===== config.mk =====
export PLATFORM = sky130hd
export DESIGN_NAME = safe_domain
export DESIGN_NICKNAME = d
export VERILOG_FILES = /design/src/hdl/safe_pad_pkg.sv /design/src/hdl/gpio_bank.sv /design/src/hdl/pad_func_mux.sv /design/src/hdl/pad_select.sv /design/src/hdl/safe_domain.sv
export SDC_FILE = /design/constraint.sdc
export NUM_CORES = 1
export LEC_CHECK = 0
export BUFFER_PORTS_ARGS = -buffer_cell sky130_fd_sc_hd__buf_4
export CELL_PAD_IN_SITES_DETAIL_PLACEMENT = 2
export CELL_PAD_IN_SITES_GLOBAL_PLACEMENT = 2
export CORE_UTILIZATION = 24
export CTS_BUF_LIST = sky130_fd_sc_hd__clkbuf_4
export DETAILED_ROUTE_END_ITERATION = 8
export PLACE_DENSITY = 0.77
export SLEW_MARGIN = 25
export SYNTH_ARGS = -nofsm -noshare
export SYNTH_HDL_FRONTEND = slang
export SYNTH_SLANG_ARGS = --single-unit

===== constraint.sdc =====
create_clock -name ref_clk_i -period 0.9 [get_ports ref_clk_i]
set_input_delay 0.18 -clock ref_clk_i [delete_from_list [all_inputs] [get_ports ref_clk_i]]
set_output_delay 0.18 -clock ref_clk_i [all_outputs]
set_load 0.05 [all_outputs]

===== src/hdl/safe_pad_pkg.sv =====
//******************************
// Shared sizes, pin table positions and types of the pad frame
// Every RTL block refers to these by scoped name
//******************************
package safe_pad_pkg;

        //******************************
        // Sizes
        //******************************

        // Pads in the frame
        localparam int unsigned N_PADS    = 12;
        // Bits in one pad configuration word
        localparam int unsigned PAD_CFG_W = 6;
        // Quad SPI data lines
        localparam int unsigned SPI_LINES = 4;

        //******************************
        // Pin table positions
        //******************************

        // First of four consecutive SPI data pads
        localparam int unsigned PAD_SPI_SDIO0 = 0;
        localparam int unsigned PAD_SPI_CSN0  = 4;
        localparam int unsigned PAD_SPI_CSN1  = 5;
        localparam int unsigned PAD_SPI_SCK   = 6;
        localparam int unsigned PAD_UART_RX   = 7;
        localparam int unsigned PAD_UART_TX   = 8;
        // Also carries UART tx as alternate
        localparam int unsigned PAD_I2C_SDA   = 9;
        // Also carries UART rx as alternate
        localparam int unsigned PAD_I2C_SCL   = 10;
        // No default function, SPI csn1 as alternate
        localparam int unsigned PAD_SPARE     = 11;

        //******************************
        // Types
        //******************************

        // Source select of one pad
        typedef enum logic [1:0] {
                PAD_SEL_FUNC = 2'd0,
                PAD_SEL_GPIO = 2'd1,
                PAD_SEL_ALT  = 2'd2,
                PAD_SEL_OFF  = 2'd3
        } pad_sel_e;

        // Output level and output enable of one pad
        typedef struct packed {
                logic out;
                logic oe;
        } pad_drive_t;

        // Electrical configuration of one pad
        typedef struct packed {
                logic       pull_en;
                logic [1:0] drive;
                logic       schmitt;
                logic       slew;
                logic       keeper;
        } pad_cfg_t;

        // Peripheral signals heading out to the pads
        typedef struct packed {
                logic                 uart_tx;
                logic                 spi_sck;
                logic [1:0]           spi_csn;
                logic [SPI_LINES-1:0] spi_sdo;
                logic [SPI_LINES-1:0] spi_sdo_oe;
                logic                 i2c_scl_out;
                logic                 i2c_scl_oe;
                logic                 i2c_sda_out;
                logic                 i2c_sda_oe;
        } periph_out_t;

        // Pad levels returned to the peripherals
        typedef struct packed {
                logic                 uart_rx;
                logic [SPI_LINES-1:0] spi_sdi;
                logic                 i2c_scl_in;
                logic                 i2c_sda_in;
        } periph_in_t;

endpackage


===== src/hdl/gpio_bank.sv =====
//******************************
// GPIO side of the pad frame
// Forms GPIO pad drives and synchronises pad levels into gpio_in
//******************************
`timescale 1ns/1ps

module gpio_bank
(
        input  logic                                             ref_clk_i,
        input  logic                                             rst_n_i,

        // Register side
        input  logic [safe_pad_pkg::N_PADS-1:0]                  gpio_out_i,
        input  logic [safe_pad_pkg::N_PADS-1:0]                  gpio_dir_i,

        // Raw pad levels
        input  logic [safe_pad_pkg::N_PADS-1:0]                  pad_in_i,

        output safe_pad_pkg::pad_drive_t [safe_pad_pkg::N_PADS-1:0] gpio_drive_o,
        output logic [safe_pad_pkg::N_PADS-1:0]                  gpio_in_o
);

        // First synchroniser stage, may go metastable
        logic [safe_pad_pkg::N_PADS-1:0] sync_q;
        // Second stage, the GPIO input register
        logic [safe_pad_pkg::N_PADS-1:0] gpio_in_q;

        //******************************
        // Output drive
        //******************************

        always_comb
        begin
                for (int i = 0; i < int'(safe_pad_pkg::N_PADS); i++)
                begin
                        // Direction bit set means the pad is an output
                        gpio_drive_o[i].out = gpio_out_i[i];
                        gpio_drive_o[i].oe  = gpio_dir_i[i];
                end
        end

        //******************************
        // Input synchroniser
        //******************************

        // Pad levels are asynchronous to ref_clk_i
        always_ff @(posedge ref_clk_i or negedge rst_n_i)
        begin
                if (!rst_n_i)
                begin
                        sync_q    <= '0;
                        gpio_in_q <= '0;
                end
                else
                begin
                        sync_q    <= pad_in_i;
                        gpio_in_q <= sync_q;
                end
        end

        // Two edges from pad to register output
        assign gpio_in_o = gpio_in_q;

endmodule


===== src/hdl/pad_func_mux.sv =====
//******************************
// Fixed pin table of the pad frame
// Maps peripheral outputs onto default and alternate pad drives
//******************************
`timescale 1ns/1ps

module pad_func_mux
(
        input  safe_pad_pkg::periph_out_t                        periph_i,
        output safe_pad_pkg::pad_drive_t [safe_pad_pkg::N_PADS-1:0] func_drive_o,
        output safe_pad_pkg::pad_drive_t [safe_pad_pkg::N_PADS-1:0] alt_drive_o
);

        //******************************
        // Default functions
        //******************************

        always_comb
        begin
                // Pads without an output function stay parked at zero
                func_drive_o = '0;

                // Quad SPI data lines, direction set by the SPI master
                for (int k = 0; k < int'(safe_pad_pkg::SPI_LINES); k++)
                begin
                        func_drive_o[safe_pad_pkg::PAD_SPI_SDIO0 + k].out =
                                periph_i.spi_sdo[k];
                        func_drive_o[safe_pad_pkg::PAD_SPI_SDIO0 + k].oe  =
                                periph_i.spi_sdo_oe[k];
                end

                // Chip selects and clock always driven
                func_drive_o[safe_pad_pkg::PAD_SPI_CSN0].out = periph_i.spi_csn[0];
                func_drive_o[safe_pad_pkg::PAD_SPI_CSN0].oe  = 1'b1;
                func_drive_o[safe_pad_pkg::PAD_SPI_CSN1].out = periph_i.spi_csn[1];
                func_drive_o[safe_pad_pkg::PAD_SPI_CSN1].oe  = 1'b1;
                func_drive_o[safe_pad_pkg::PAD_SPI_SCK].out  = periph_i.spi_sck;
                func_drive_o[safe_pad_pkg::PAD_SPI_SCK].oe   = 1'b1;

                // UART rx pad is input only and keeps the zero drive
                func_drive_o[safe_pad_pkg::PAD_UART_TX].out = periph_i.uart_tx;
                func_drive_o[safe_pad_pkg::PAD_UART_TX].oe  = 1'b1;

                // I2C open drain style, enable comes from the controller
                func_drive_o[safe_pad_pkg::PAD_I2C_SDA].out = periph_i.i2c_sda_out;
                func_drive_o[safe_pad_pkg::PAD_I2C_SDA].oe  = periph_i.i2c_sda_oe;
                func_drive_o[safe_pad_pkg::PAD_I2C_SCL].out = periph_i.i2c_scl_out;
                func_drive_o[safe_pad_pkg::PAD_I2C_SCL].oe  = periph_i.i2c_scl_oe;

                // Spare pad has no default function
        end

        //******************************
        // Alternate functions
        //******************************

        always_comb
        begin
                // Most pads have no alternate, same as off
                alt_drive_o = '0;

                // UART tx moved onto the I2C data pad
                alt_drive_o[safe_pad_pkg::PAD_I2C_SDA].out = periph_i.uart_tx;
                alt_drive_o[safe_pad_pkg::PAD_I2C_SDA].oe  = 1'b1;

                // UART rx on the I2C clock pad, input only
                alt_drive_o[safe_pad_pkg::PAD_I2C_SCL].out = 1'b0;
                alt_drive_o[safe_pad_pkg::PAD_I2C_SCL].oe  = 1'b0;

                // Second chip select duplicated on the spare pad
                alt_drive_o[safe_pad_pkg::PAD_SPARE].out = periph_i.spi_csn[1];
                alt_drive_o[safe_pad_pkg::PAD_SPARE].oe  = 1'b1;
        end

endmodule


===== src/hdl/pad_select.sv =====
//******************************
// Per pad source select with registered drive and configuration
// Also routes pad levels back to the peripheral inputs
//******************************
`timescale 1ns/1ps

module pad_select
(
        input  logic                                             ref_clk_i,
        input  logic                                             rst_n_i,

        // Pad control registers
        input  safe_pad_pkg::pad_sel_e [safe_pad_pkg::N_PADS-1:0]   pad_mux_i,
        input  safe_pad_pkg::pad_cfg_t [safe_pad_pkg::N_PADS-1:0]   pad_cfg_i,
        input  safe_pad_pkg::pad_cfg_t [safe_pad_pkg::N_PADS-1:0]   gpio_cfg_i,

        // Candidate drives per pad
        input  safe_pad_pkg::pad_drive_t [safe_pad_pkg::N_PADS-1:0] func_drive_i,
        input  safe_pad_pkg::pad_drive_t [safe_pad_pkg::N_PADS-1:0] alt_drive_i,
        input  safe_pad_pkg::pad_drive_t [safe_pad_pkg::N_PADS-1:0] gpio_drive_i,

        input  logic [safe_pad_pkg::N_PADS-1:0]                  pad_in_i,

        output safe_pad_pkg::pad_drive_t [safe_pad_pkg::N_PADS-1:0] pad_drive_o,
        output safe_pad_pkg::pad_cfg_t [safe_pad_pkg::N_PADS-1:0]   pad_cfg_o,
        output safe_pad_pkg::periph_in_t                         periph_o
);

        // Selected drive and configuration before the register
        safe_pad_pkg::pad_drive_t [safe_pad_pkg::N_PADS-1:0] drive_d;
        safe_pad_pkg::pad_cfg_t   [safe_pad_pkg::N_PADS-1:0] cfg_d;

        // Configuration words kept flat towards the pad ring
        logic [safe_pad_pkg::N_PADS-1:0][safe_pad_pkg::PAD_CFG_W-1:0] cfg_q;

        // Pads whose current select maps a peripheral input
        logic [safe_pad_pkg::N_PADS-1:0]                             uart_rx_map;
        logic [safe_pad_pkg::N_PADS-1:0]                             i2c_sda_map;
        logic [safe_pad_pkg::N_PADS-1:0]                             i2c_scl_map;
        logic [safe_pad_pkg::SPI_LINES-1:0][safe_pad_pkg::N_PADS-1:0] spi_sdi_map;

        // Level of the lowest mapped pad, idle level when none is mapped
        function automatic logic pick_lowest(
                input logic [safe_pad_pkg::N_PADS-1:0] map,
                input logic [safe_pad_pkg::N_PADS-1:0] pins,
                input logic                            idle
        );
                logic level;
                level = idle;
                // Walk downwards so the lowest hit wins
                for (int i = int'(safe_pad_pkg::N_PADS) - 1; i >= 0; i--)
                begin
                        if (map[i])
                        begin
                                level = pins[i];
                        end
                end
                return level;
        endfunction

        //******************************
        // Source select
        //******************************

        always_comb
        begin
                for (int i = 0; i < int'(safe_pad_pkg::N_PADS); i++)
                begin
                        case (pad_mux_i[i])
                                safe_pad_pkg::PAD_SEL_FUNC: drive_d[i] = func_drive_i[i];
                                safe_pad_pkg::PAD_SEL_GPIO: drive_d[i] = gpio_drive_i[i];
                                safe_pad_pkg::PAD_SEL_ALT:  drive_d[i] = alt_drive_i[i];
                                // Parked pad, no level and no enable
                                safe_pad_pkg::PAD_SEL_OFF:  drive_d[i] = '0;
                        endcase

                        // GPIO pads take the GPIO word, all others the pad word
                        if (pad_mux_i[i] == safe_pad_pkg::PAD_SEL_GPIO)
                        begin
                                cfg_d[i] = gpio_cfg_i[i];
                        end
                        else
                        begin
                                cfg_d[i] = pad_cfg_i[i];
                        end
                end
        end

        // One edge from select inputs to the pad ring
        always_ff @(posedge ref_clk_i or negedge rst_n_i)
        begin
                if (!rst_n_i)
                begin
                        pad_drive_o <= '0;
                        cfg_q       <= '0;
                end
                else
                begin
                        pad_drive_o <= drive_d;
                        cfg_q       <= cfg_d;
                end
        end

        assign pad_cfg_o = cfg_q;

        //******************************
        // Input routing
        //******************************

        always_comb
        begin
                uart_rx_map = '0;
                i2c_sda_map = '0;
                i2c_scl_map = '0;
                spi_sdi_map = '0;

                // SPI data line k listens on pad k in default mode
                for (int k = 0; k < int'(safe_pad_pkg::SPI_LINES); k++)
                begin
                        spi_sdi_map[k][safe_pad_pkg::PAD_SPI_SDIO0 + k] =
                                (pad_mux_i[safe_pad_pkg::PAD_SPI_SDIO0 + k] ==
                                 safe_pad_pkg::PAD_SEL_FUNC);
                end

                // UART rx has two possible pads
                uart_rx_map[safe_pad_pkg::PAD_UART_RX] =
                        (pad_mux_i[safe_pad_pkg::PAD_UART_RX] == safe_pad_pkg::PAD_SEL_FUNC);
                uart_rx_map[safe_pad_pkg::PAD_I2C_SCL] =
                        (pad_mux_i[safe_pad_pkg::PAD_I2C_SCL] == safe_pad_pkg::PAD_SEL_ALT);

                // I2C lines only in default mode
                i2c_sda_map[safe_pad_pkg::PAD_I2C_SDA] =
                        (pad_mux_i[safe_pad_pkg::PAD_I2C_SDA] == safe_pad_pkg::PAD_SEL_FUNC);
                i2c_scl_map[safe_pad_pkg::PAD_I2C_SCL] =
                        (pad_mux_i[safe_pad_pkg::PAD_I2C_SCL] == safe_pad_pkg::PAD_SEL_FUNC);
        end

        // Idle high for UART and I2C, low for SPI data
        always_comb
        begin
                periph_o.uart_rx    = pick_lowest(uart_rx_map, pad_in_i, 1'b1);
                periph_o.i2c_sda_in = pick_lowest(i2c_sda_map, pad_in_i, 1'b1);
                periph_o.i2c_scl_in = pick_lowest(i2c_scl_map, pad_in_i, 1'b1);
                for (int k = 0; k < int'(safe_pad_pkg::SPI_LINES); k++)
                begin
                        periph_o.spi_sdi[k] = pick_lowest(spi_sdi_map[k], pad_in_i, 1'b0);
                end
        end

endmodule


===== src/hdl/safe_domain.sv =====
//******************************
// Top of the always-on pad frame controller
// Joins the pin table, the GPIO bank and the pad select stage
//******************************
`timescale 1ns/1ps

module safe_domain
(
        input  logic                                             ref_clk_i,
        input  logic                                             rst_n_i,

        //******************************
        // Pad control registers
        //******************************
        input  safe_pad_pkg::pad_sel_e [safe_pad_pkg::N_PADS-1:0]   pad_mux_i,
        input  safe_pad_pkg::pad_cfg_t [safe_pad_pkg::N_PADS-1:0]   pad_cfg_i,
        input  safe_pad_pkg::pad_cfg_t [safe_pad_pkg::N_PADS-1:0]   gpio_cfg_i,

        // GPIO registers
        input  logic [safe_pad_pkg::N_PADS-1:0]                  gpio_out_i,
        input  logic [safe_pad_pkg::N_PADS-1:0]                  gpio_dir_i,

        // UART, quad SPI and I2C outputs
        input  safe_pad_pkg::periph_out_t                        periph_i,

        //******************************
        // Pad ring
        //******************************
        input  logic [safe_pad_pkg::N_PADS-1:0]                  pad_in_i,
        output safe_pad_pkg::pad_drive_t [safe_pad_pkg::N_PADS-1:0] pad_drive_o,
        output safe_pad_pkg::pad_cfg_t [safe_pad_pkg::N_PADS-1:0]   pad_cfg_o,

        // Back towards the SoC
        output logic [safe_pad_pkg::N_PADS-1:0]                  gpio_in_o,
        output safe_pad_pkg::periph_in_t                         periph_o
);

        // Candidate drives for each pad
        safe_pad_pkg::pad_drive_t [safe_pad_pkg::N_PADS-1:0] func_drive;
        safe_pad_pkg::pad_drive_t [safe_pad_pkg::N_PADS-1:0] alt_drive;
        safe_pad_pkg::pad_drive_t [safe_pad_pkg::N_PADS-1:0] gpio_drive;

        // Pin table, purely combinational
        pad_func_mux pad_func_mux_i
        (
                .periph_i     ( periph_i   ),
                .func_drive_o ( func_drive ),
                .alt_drive_o  ( alt_drive  )
        );

        // GPIO drive and input synchroniser
        gpio_bank gpio_bank_i
        (
                .ref_clk_i    ( ref_clk_i  ),
                .rst_n_i      ( rst_n_i    ),
                .gpio_out_i   ( gpio_out_i ),
                .gpio_dir_i   ( gpio_dir_i ),
                .pad_in_i     ( pad_in_i   ),
                .gpio_drive_o ( gpio_drive ),
                .gpio_in_o    ( gpio_in_o  )
        );

        // Only this stage looks at the select word
        pad_select pad_select_i
        (
                .ref_clk_i    ( ref_clk_i   ),
                .rst_n_i      ( rst_n_i     ),
                .pad_mux_i    ( pad_mux_i   ),
                .pad_cfg_i    ( pad_cfg_i   ),
                .gpio_cfg_i   ( gpio_cfg_i  ),
                .func_drive_i ( func_drive  ),
                .alt_drive_i  ( alt_drive   ),
                .gpio_drive_i ( gpio_drive  ),
                .pad_in_i     ( pad_in_i    ),
                .pad_drive_o  ( pad_drive_o ),
                .pad_cfg_o    ( pad_cfg_o   ),
                .periph_o     ( periph_o    )
        );

endmodule


==> results of run 1 <==
-- synth_stat cells --
library cell / n
dfrtp_1: 120
mux2_2: 40
mux2_4: 32
nor2_1: 16
mux2i_1: 15
nand2b_1: 9
buf_2: 6
buf_6: 6
a21oi_1: 4
inv_1: 4
nor3b_1: 4
nor2b_1: 3
and2_1: 2
a21o_1: 1
a22o_1: 1
a31oi_1: 1
nand3b_1: 1
nor2b_4: 1
nor3_1: 1
o21ai_0: 1
o2bb2ai_1: 1
or2_2: 1
or3_1: 1
or3_2: 1
-- per-stage QoR --
stage | hold WS, ns | util, % | instances
detailed placement | 0.212 | 41.5 | 858
global placement | 0.202 | 41.5 | 858
floorplan | -0.116 | - | 272
-- cell families after synthesis --
kind of cell | after synthesis
AOI/OAI and AO/OA | 9
buffers and inverters | 16
DFF | 120
and+or+nand+nor | 40
muxes | 87
==> results.md, run 1 <==
- The tool reported: "[ERROR RSZ-0060] Max buffer count reached".
- The row count is 49.
- The worst setup timing slack at the placement stage is -0.246 ns.
- By area the synthesized netlist is led by dfrtp_1, mux2_4, mux2_2.
- The maximum level of the CTS H-tree is 4.
- The run stopped with a tool error.
- The average cell area after synthesis is 16.5 um^2.
- The flow stopped in clock tree synthesis.
- The cell sitting at the root of the clock tree is a clkbuf_4.
- The dominant combinational cell family by area after synthesis is multiplexers.
- In this run, synthesis produced a sequential element count of 120.
- In this run the count of I/O pins placed on the die edge is 337.
- The number of port buffers is 336.
- The count of synthesis-stage warnings from yosys is 0.
- Synthesis handed over a netlist of 272 instances.
- At the end of routability-driven placement, the weighted congestion stood at 0.759.
- Once placement finished, the instance area stood at 0.00753 mm^2.
- Of the total synthesized cell area, the portion taken by XOR and XNOR cells is 0%.
- The share of the synthesized area in compound gates (AO/OA/AOI/OAI) is 1.26%.
- The synthesized netlist devotes 5.00% of its cell area to simple gates.
- The die extent in y is 139 um.
- The number of nets handed over by synthesis was 494.
- Clock tree synthesis inserted a total of 17 buffers.
- After clock tree synthesis, the repair step resized 123 gates.
- The half-perimeter wire length after detailed placement is 13600 um.
- The number of setup buffers added after CTS is 1.
- The number of clock sinks is 120.
- After synthesis, the share of cell area in mux cells is 24.1%.
- The number of unique standard cell types used by synthesis is 24.
- The floorplan step set the die width to 139 um.
- The mapped netlist covers 0.00448 mm^2.
- The share of the Yosys chip area taken by registers is 67.1%.
- The number of hold-repair buffers added at the cts stage is 177.
- The top-area cell type share of the netlist area is 67.1%.
- The clock passes through at most 2 buffers.
- The post-synthesis adder-cell area fraction is 0%.
- Once the floorplan was initialized, standard cells occupied 24.7% of the core.
- The synthesized design spends more area on one cell type than any other, namely dfrtp_1.
==> run 2: changes to the inputs <==
CELL_PAD_IN_SITES_DETAIL_PLACEMENT = not set   (was 2)
CELL_PAD_IN_SITES_GLOBAL_PLACEMENT = not set   (was 2)
CORE_UTILIZATION = 23   (was 24)
CTS_BUF_LIST = not set   (was sky130_fd_sc_hd__clkbuf_4)
PLACE_DENSITY = not set   (was 0.77)
PLACE_DENSITY_LB_ADDON = 0.15   (was not set)
==> run 2 against run 1 <==
Compared with the run above:
- the flow now finishes, with violations (setup timing)
- synthesized cell count unchanged
- synthesized area unchanged
==> results.md, run 2 <==
- The average cell area after synthesis came to 16.5 um^2 (unchanged).
- The terminating pin of the worst hold path is pad_select_i.pad_cfg_o[44].
- Dividing total power by cell area gives a power density of 1670 mW/mm^2.
- After layout, the minimum clock period comes to 1.12 ns.
- The number of flip-flops in the largest register is 72.
- The worst path buffer plus inverter count is 1.
- Of the available clock period, the critical path in the final layout requires 125%.
- The worst hold path was traced through 2 stages.
- In the post-synthesis netlist, the cell with the most instances is dfrtp_1.
- After synthesis, the most frequently instantiated cells are dfrtp_1, mux2_2, mux2_4.
- The maximum level of the CTS H-tree came to 4 (unchanged).
- The clock edge transition at the registers on the reported setup and hold paths is 0.06 ns.
- The launch point of the worst reg-to-reg path is gpio_bank_i.sync_q[6].
- Sorting the synthesized cells by area gives the leading types as dfrtp_1, mux2_4, mux2_2.
- The number of port buffers is 336 (unchanged).
- The max-slew violation count is 0.
- The transition time of the tightest slew-check pin is 0.412 ns.
- STA classifies the critical path startpoint as a flop.
- Across every metal layer, demand over resource in global routing totals 15.7%.
- The area growth from synthesis to layout is 132%.
- The detail-routed net length per standard cell is 14.0 um.
- For this run, the number of standard cells in the final layout without fillers is 1096.
- Along the worst path, the maximum fanout reaches 1.
- The critical path is of the reg -> out type.
- The number of unique standard cell types used by synthesis came to 24 (unchanged).
- The total via count after detailed routing is 4259.
- The antenna cell count is 0.
- The starting density of the core is 23.7% (-0.97 points).
- In the routed design, unresolved DRC markers number 0.
- The half-perimeter wire length after detailed placement is 11000 um (-19%).
- The number of clock sinks is 120 (unchanged).
- The most used flip-flop cell after synthesis is dfrtp_1.
- In this design, the largest share of critical-path delay is due to flip-flops.
- The clock buffer count from CTS is 17 (unchanged).
- The total wire length after detailed routing is 15400 um.
- Cells with a size suffix above 1 make up 57.9% of the layout.
- The count of state elements after synthesis was 120 (unchanged).
- The number of global-route vias before repair came to 4913.
- The sequential area share after synthesis is 67.1% (unchanged).
- The worst hold path begins at gpio_cfg_i[44].
- IR analysis of the VDD net gives a maximum drop of 0.00121 V.
- The top-area cell type share of the netlist area is 67.1% (unchanged).
- STA puts the critical path data arrival time at 0.94 ns.
- The number of failing setup endpoints in the final timing report is 111.
- The flow ran to the end, but the final reports show violations.
- The buffer depth of the longest clock path is 2 (unchanged).
- For this run, the top clock speed supported by timing is 891 MHz.
- The instance count of the mapped netlist is 272 (unchanged).
- The worst register-to-register path has a depth of 0.
- Across the routed clock network, the largest skew measured is 0.00398 ns.
- In this run, the number of DRC markers left after iteration 0 of detailed routing was 54.
- In this run the number of cells on the critical path is 1.
- The row count is 50 (+2.0%).
- The post-synth design cell area is 0.00448 mm^2 (unchanged).
- The die covers 0.0200 mm^2.
- The largest incremental delay on the critical path is 0.38 ns.
- The cell with the biggest individual delay on the critical path is dfrtp_1.
- In the routed layout, each cell is associated on average with a via count of 3.89.
- For the worst-skew pair, the clock arrives at the later sink with an insertion delay of 0.40 ns.
- The endpoint of the most critical register-to-register path is gpio_bank_i.gpio_in_o[6].
- Setup repair after global routing could not meet its margin everywhere.
- Setup slack on the critical path of the routed design comes to -0.222 ns.
- Once detail routing completed, the nets flagged for antenna violations numbered 0.
- The proportion of synthesized flip-flops having asynchronous set or reset came to 100% (unchanged).
- After global routing the overflow that remains totals 0.
- The number of nets in the synthesized netlist is 494 (unchanged).
- The checks that failed: setup timing.
- The count of endpoints failing hold in the final timing report is 0.
- The wire length of the first global-routing pass is 23800 um.
- Entering global routing, the biggest net connects 35 pins.
- The die extent in y is 142 um (+2.1%).
- The most common library cell in the layout ignoring fill and taps is buf_4.
- Headroom to the max-slew limit came out at 72.5%.
- The element type at the critical path end is an output pin.
- The clock tree from TritonCTS is yes.
- The global placer's final weighted congestion came to 0.721 (-5.0%).
- The first-pass iteration count of the detailed router is 4.
- The final layout net count is 1045.
- The smallest hold slack is 0.0229 ns.
- The area of the core is 0.0189 mm^2.
- The count of synthesis-stage warnings from yosys is 0 (unchanged).
- The die extent in x is 142 um (+2.1%).
- The min-delay analysis places its worst path in the category in -> reg.
- The number of enable flip-flop cells after synthesis was 0 (unchanged).
- The reported max-cap violation count is 0.
- Summed over all instances, the cell type with the most area after synthesis is dfrtp_1.
- Summed over all failing endpoints, the final setup total negative slack is -22.68 ns.
- The top cell types in the final layout, fill and taps aside, are buf_4, dlygate4sd3_1, dfrtp_1.
- The tree is rooted in a clkbuf_16.
- Summed over all cells, the static leakage comes to 5.07 nW.
- The number of antenna violations at the first check in global routing is 0.
- Across all register-to-register paths, the minimum setup slack is 0.42 ns.
- For the worst setup path, the data required time is 0.72 ns.
- The total instance count after detailed placement came to 894 (+4.2%).
- The critical path goes through buf_6.
- The number of top-level pins came to 337 (unchanged).
-- run 2: cell counts after synthesis --
No cell type changed its count.
-- run 2: how the worst max path moves through the flow --
stage                                           from  slack, ns                         end
final                       gpio_bank_i.gpio_in_o[7]      -0.22                gpio_in_o[7]
after global routing      pad_select_i.pad_cfg_o[28]      -0.27               pad_cfg_o[28]
after CTS                  pad_select_i.pad_cfg_o[9]      -0.25                pad_cfg_o[9]
after detailed placement               pad_mux_i[21]      -0.21  pad_select_i.pad_cfg_o[61]
after global placement                 pad_mux_i[21]      -0.19  pad_select_i.pad_cfg_o[63]
after floorplan                        pad_mux_i[14]      -0.04                 periph_o[6]
-- run 2: per-stage QoR --
stage                     instance area, um^2  worst slack [ns]  power (mW)  util [%]
after CTS                               10400            -0.253        17.6      55.0
after detailed placement                 7610            -0.214        9.57      40.3
after floorplan                          4550           -0.0422        7.82         -
after global placement                   7610            -0.189        9.53      40.3
after global routing                    10400            -0.271        18.1      55.0
final                                   10400            -0.222        17.4      55.0
-- run 2: layer usage --
metal | vias up | part of all wire [%] | global-route usage, %
met5 | - | 0 | 0
met4 | 0 | 2.0 | 5.94
met3 | 24 | 9.1 | 6.51
met2 | 202 | 55 | 30.0
met1 | 2004 | 34 | 14.8
li1 | 2029 | - | -
-- run 2: final cells by class --
cell class / count / area (um^2)
Tap cell: 260 / 325
Inverter: 4 / 15.0
Multi-Input combinational cell: 136 / 1430
Clock inverter: 13 / 179
Fill cell: 1582 / 8510
Sequential cell: 120 / 3000
Clock buffer: 19 / 433
Timing Repair Buffer: 544 / 4990
-- run 2: logic make-up after synthesis --
kind of cell	share of synthesized area, %
multiplexers	24.1
AND/OR/NAND/NOR	5.00
AO/OA/AOI/OAI	1.26
buffers and inverters	2.52
flip-flops	67.1
-- run 2: what timing repair did --
action / in CTS / in global routing
hold buffers: 171 / 0
endpoints found under the setup margin: 114 / 111
buffers inserted: 2 / 0
pin swaps: 4 / 0
gates cloned: 0 / 0
endpoints found under the hold margin: 219 / 0
resized for setup: 122 / 0
-- run 2: power by group --
group / switching [mW] / leakage [nW] / internal (mW) / total [mW]
Clock: 2.41 / 0.289 / 4.61 / 7.02
Combinational: 2.15 / 3.35 / 2.28 / 4.43
Sequential: 0.168 / 1.42 / 5.77 / 5.94
Total: 4.73 / 5.07 / 12.7 / 17.4
No activity file was read; power rests on OpenSTA's default activity.
==> run 3: changes to the inputs <==
CORE_ASPECT_RATIO = 1.4   (was not set)
==> run 3 against run 2 <==
Compared with the run above:
- the run still ends with setup timing left
- core utilization fell by 1.6 points
- clock power fell by 6.7%
- power fell by 3.0%
- critical path type unchanged
- clock-buffer cell count rose by 1
- via count fell by 1.3%
- largest cell class unchanged
- combinational power fell by 1%
- sequential power barely moved
- non-clock buffer count fell by 16
- die area barely moved
- fmax fell by 4.4%
- clock skew fell by 0.0020 ns
- critical path depth did not move
==> results.md, run 3 (synthesis results as in run 2) <==
- Relative to the synthesized area, the layout overhead comes to 128%.
- The library cell used most frequently in the layout, excluding fill and tap cells, is buf_4.
- The transition time of the tightest slew-check pin was 0.411 ns (-0.00109 ns).
- The placed cell area is 0.00758 mm^2 (-0.43%).
- The cell with the biggest individual delay on the critical path is dfrtp_1.
- The number of clock sinks is 120 (unchanged).
- The share of the cycle needed by the critical path after routing is 130% (+5.7 points).
- The final layout net count is 1029 (-1.5%).
- The number of standard cells in the final layout excluding fillers is 1065 (-2.8%).
- Walking the worst path, the cells encountered are buf_6.
- The number of global-route vias before repair is 4805 (-2.2%).
- The number of port buffers is 336 (unchanged).
- The total routing resource utilization after global routing was 16.2% (+0.50 points).
- The worst path buffer plus inverter count is 1 (unchanged).
- In this run the critical register-to-register path is launched from gpio_bank_i.sync_q[3].
- Setup repair after global routing could not meet its margin everywhere.
- The depth of the most critical reg-to-reg path is 0 (unchanged).
- The clock buffer count from CTS is 17 (unchanged).
- The starting density of the core came to 23.4% (-0.31 points).
- The fill cell instance count of the final layout is 1650 (+4.3%).
- TritonCTS built the clock tree.
- The detail-routed net length per standard cell was 14.8 um (+5.5%).
- The cell count along the critical path is 1 (unchanged).
- The final period demand of the worst path came to 1.17 ns (+0.0516 ns).
- The total power is 16.9 mW (-3.0%).
- The amount of wire on met2 after detailed routing came to 8970 um (+6.1%).
- The reported leakage power is 5.00 nW (-1.3%).
- The total wire length after detailed routing came to 15800 um (+2.5%).
- The number of antenna violations at the first check in global routing was 0 (unchanged).
- The number of flip-flops in the largest register came to 72 (unchanged).
- The root buffer cell chosen for the clock tree is clkbuf_16.
- The cell area after layout was 0.0102 mm^2 (-1.6%).
- The row count is 60 (+20%).
- The final worst setup slack is -0.274 ns (-0.0516 ns).
- The class of the tightest hold or removal check is in -> reg.
- The setup TNS came to -22.60 ns (+0.0782 ns).
- The reported max-cap violation count is 0 (unchanged).
- The number of top-level pins is 337 (unchanged).
- In this run the critical register-to-register path is captured at gpio_bank_i.gpio_in_o[3].
- The clock insertion delay at the later pin of the skew report is 0.40 ns (about the same).
- The run finished, with violations left.
- The normalized max-slew margin came to 72.6% (+0.073 points).
- The number of failing setup endpoints in the final timing report was 111 (unchanged).
- The number of cells traversed by the worst hold path is 3 (+1).
- The detailed-route wire length on metal 1 is 5310 um (+1.9%).
- The die extent in y was 167 um (+18%).
- The number of violations reported at the end of detailed-routing iteration 0 is 96 (+78%).
- The half-perimeter wire length after detailed placement is 11600 um (+5.3%).
- The setup slack of the worst register-to-register path is 0.43 ns (about the same).
- The clock skew after layout is 0.00195 ns (-0.00203 ns).
- The buffer depth of the longest clock path is 2 (unchanged).
- The die extent in x is 120 um (-15%).
- The total power density per cell area is 1650 mW/mm^2 (-1.3%).
- The antenna cell count is 0 (unchanged).
- The maximum number of pins on one net before global-route repair is 50 (+43%).
- The remaining number of nets flagged by the antenna check after routing is 0 (unchanged).
- The max-slew violation count is 0 (unchanged).
- Leaving out fill and tap cells, the most frequent cells in the layout are buf_4, dlygate4sd3_1, dfrtp_1.
- The arrival time at the worst endpoint was 0.99 ns (+0.05 ns).
- The element type at the critical path end is an output pin.
- The path with the worst hold slack has its endpoint at pad_select_i.pad_drive_o[21].
- The area of the core is 0.0191 mm^2 (+1.3%).
- The total congestion overflow after global routing is 0 (unchanged).
- The required time at the worst-slack endpoint came to 0.72 ns (about the same).
- The peak supply drop is 0.00113 V (-7.3%).
- The smallest hold slack is 0.0195 ns (-0.00339 ns).
- The final reports fail on setup timing.
- The highest metal layer with signal wires is met4.
- The sum of met3 wire segment lengths after detailed routing is 988 um (-29%).
- The wire length of the first global-routing pass came to 24600 um (+3.3%).
- The remaining routing DRC violations is 0 (unchanged).
- The family with the most delay on the worst path is flip-flops.
- The fraction of final layout cells sized beyond drive strength 1 is 58.3% (+0.37 points).
- The worst setup timing slack at the placement stage came to -0.229 ns (-0.0156 ns).
- The total via count after detailed routing is 4205 (-1.3%).
- The maximum level of the CTS H-tree is 4 (unchanged).
- The first-pass iteration count of the detailed router is 4 (unchanged).
- The full die area is 0.0200 mm^2 (about the same).
- The largest incremental delay on the critical path is 0.42 ns (+0.04 ns).
- The global placer's final weighted congestion is 0.762 (+5.6%).
- The launching element type of the critical path is a flop.
- The count of endpoints failing hold in the final timing report is 0 (unchanged).
- The final standard cell utilization of the core came to 53.3% (-1.6 points).
- The hold path startpoint is gpio_out_i[10].
- The clock edge transition at the registers on the reported setup and hold paths is 0.05 ns (about the same).
- The maximum net fanout on the critical path is 1 (unchanged).
- The worst setup path is of the reg -> out kind.
- The total instance count after detailed placement is 878 (-1.8%).
- The average vias per placed instance is 3.95 (+1.6%).
- The highest clock frequency the design can meet came to 852 MHz (-4.4%).
run 3: cell types whose count changed in the layout (fill, tap and decap cells not counted):
cell and delta:
buf_4 -11, dlygate4sd3_1 -9, clkbuf_8 +3, clkinvlp_4 -3, buf_8 +2, bufinv_16 -2, clkbuf_1 -2, buf_12 +1
buf_6 +1, clkinv_2 +1
run 3: how the worst max path moves through the flow:
stage                                from                   endpoint  slack, ns
2_1_floorplan               pad_mux_i[14]                periph_o[6]      -0.04
3_3_place_gp                 pad_mux_i[1]  pad_select_i.pad_cfg_o[1]      -0.19
3_5_place_dp                 pad_mux_i[1]  pad_select_i.pad_cfg_o[4]      -0.23
4_1_cts        pad_select_i.pad_cfg_o[57]              pad_cfg_o[57]      -0.27
5_1_grt        pad_select_i.pad_cfg_o[57]              pad_cfg_o[57]      -0.30
6_report       pad_select_i.pad_cfg_o[57]              pad_cfg_o[57]      -0.27
run 3: repair_timing:
item,4_1_cts,5_1_grt
gates resized for setup,123,4
buffers inserted,1,1
hold endpoints to repair,218,2
endpoints found under the setup margin,115,114
pin swaps,5,5
hold buffers,160,2
run 3: per-layer routing:
metal,vias up,track usage (%)
met5,-,0
met4,0,7.72
met3,29,5.41
met2,189,30.5
met1,1997,15.4
li1,1990,-
run 3: cell type report:
type / count / area [um^2] / share of cell area, %
flip-flops and latches: 120 / 3000 / 29.4
multi-input cells: 136 / 1430 / 14.0
repair buffers: 528 / 4880 / 47.8
clock inverters: 9 / 101 / 0.992
well taps: 248 / 310 / 3.04
clock buffers: 20 / 467 / 4.57
inverters: 4 / 15.0 / 0.147
run 3: power by group:
part | total, mW | internal, mW | leakage (nW) | switching (mW)
Combinational | 4.38 | 2.25 | 3.29 | 2.13
Clock | 6.55 | 4.22 | 0.283 | 2.32
Sequential | 5.95 | 5.77 | 1.42 | 0.173
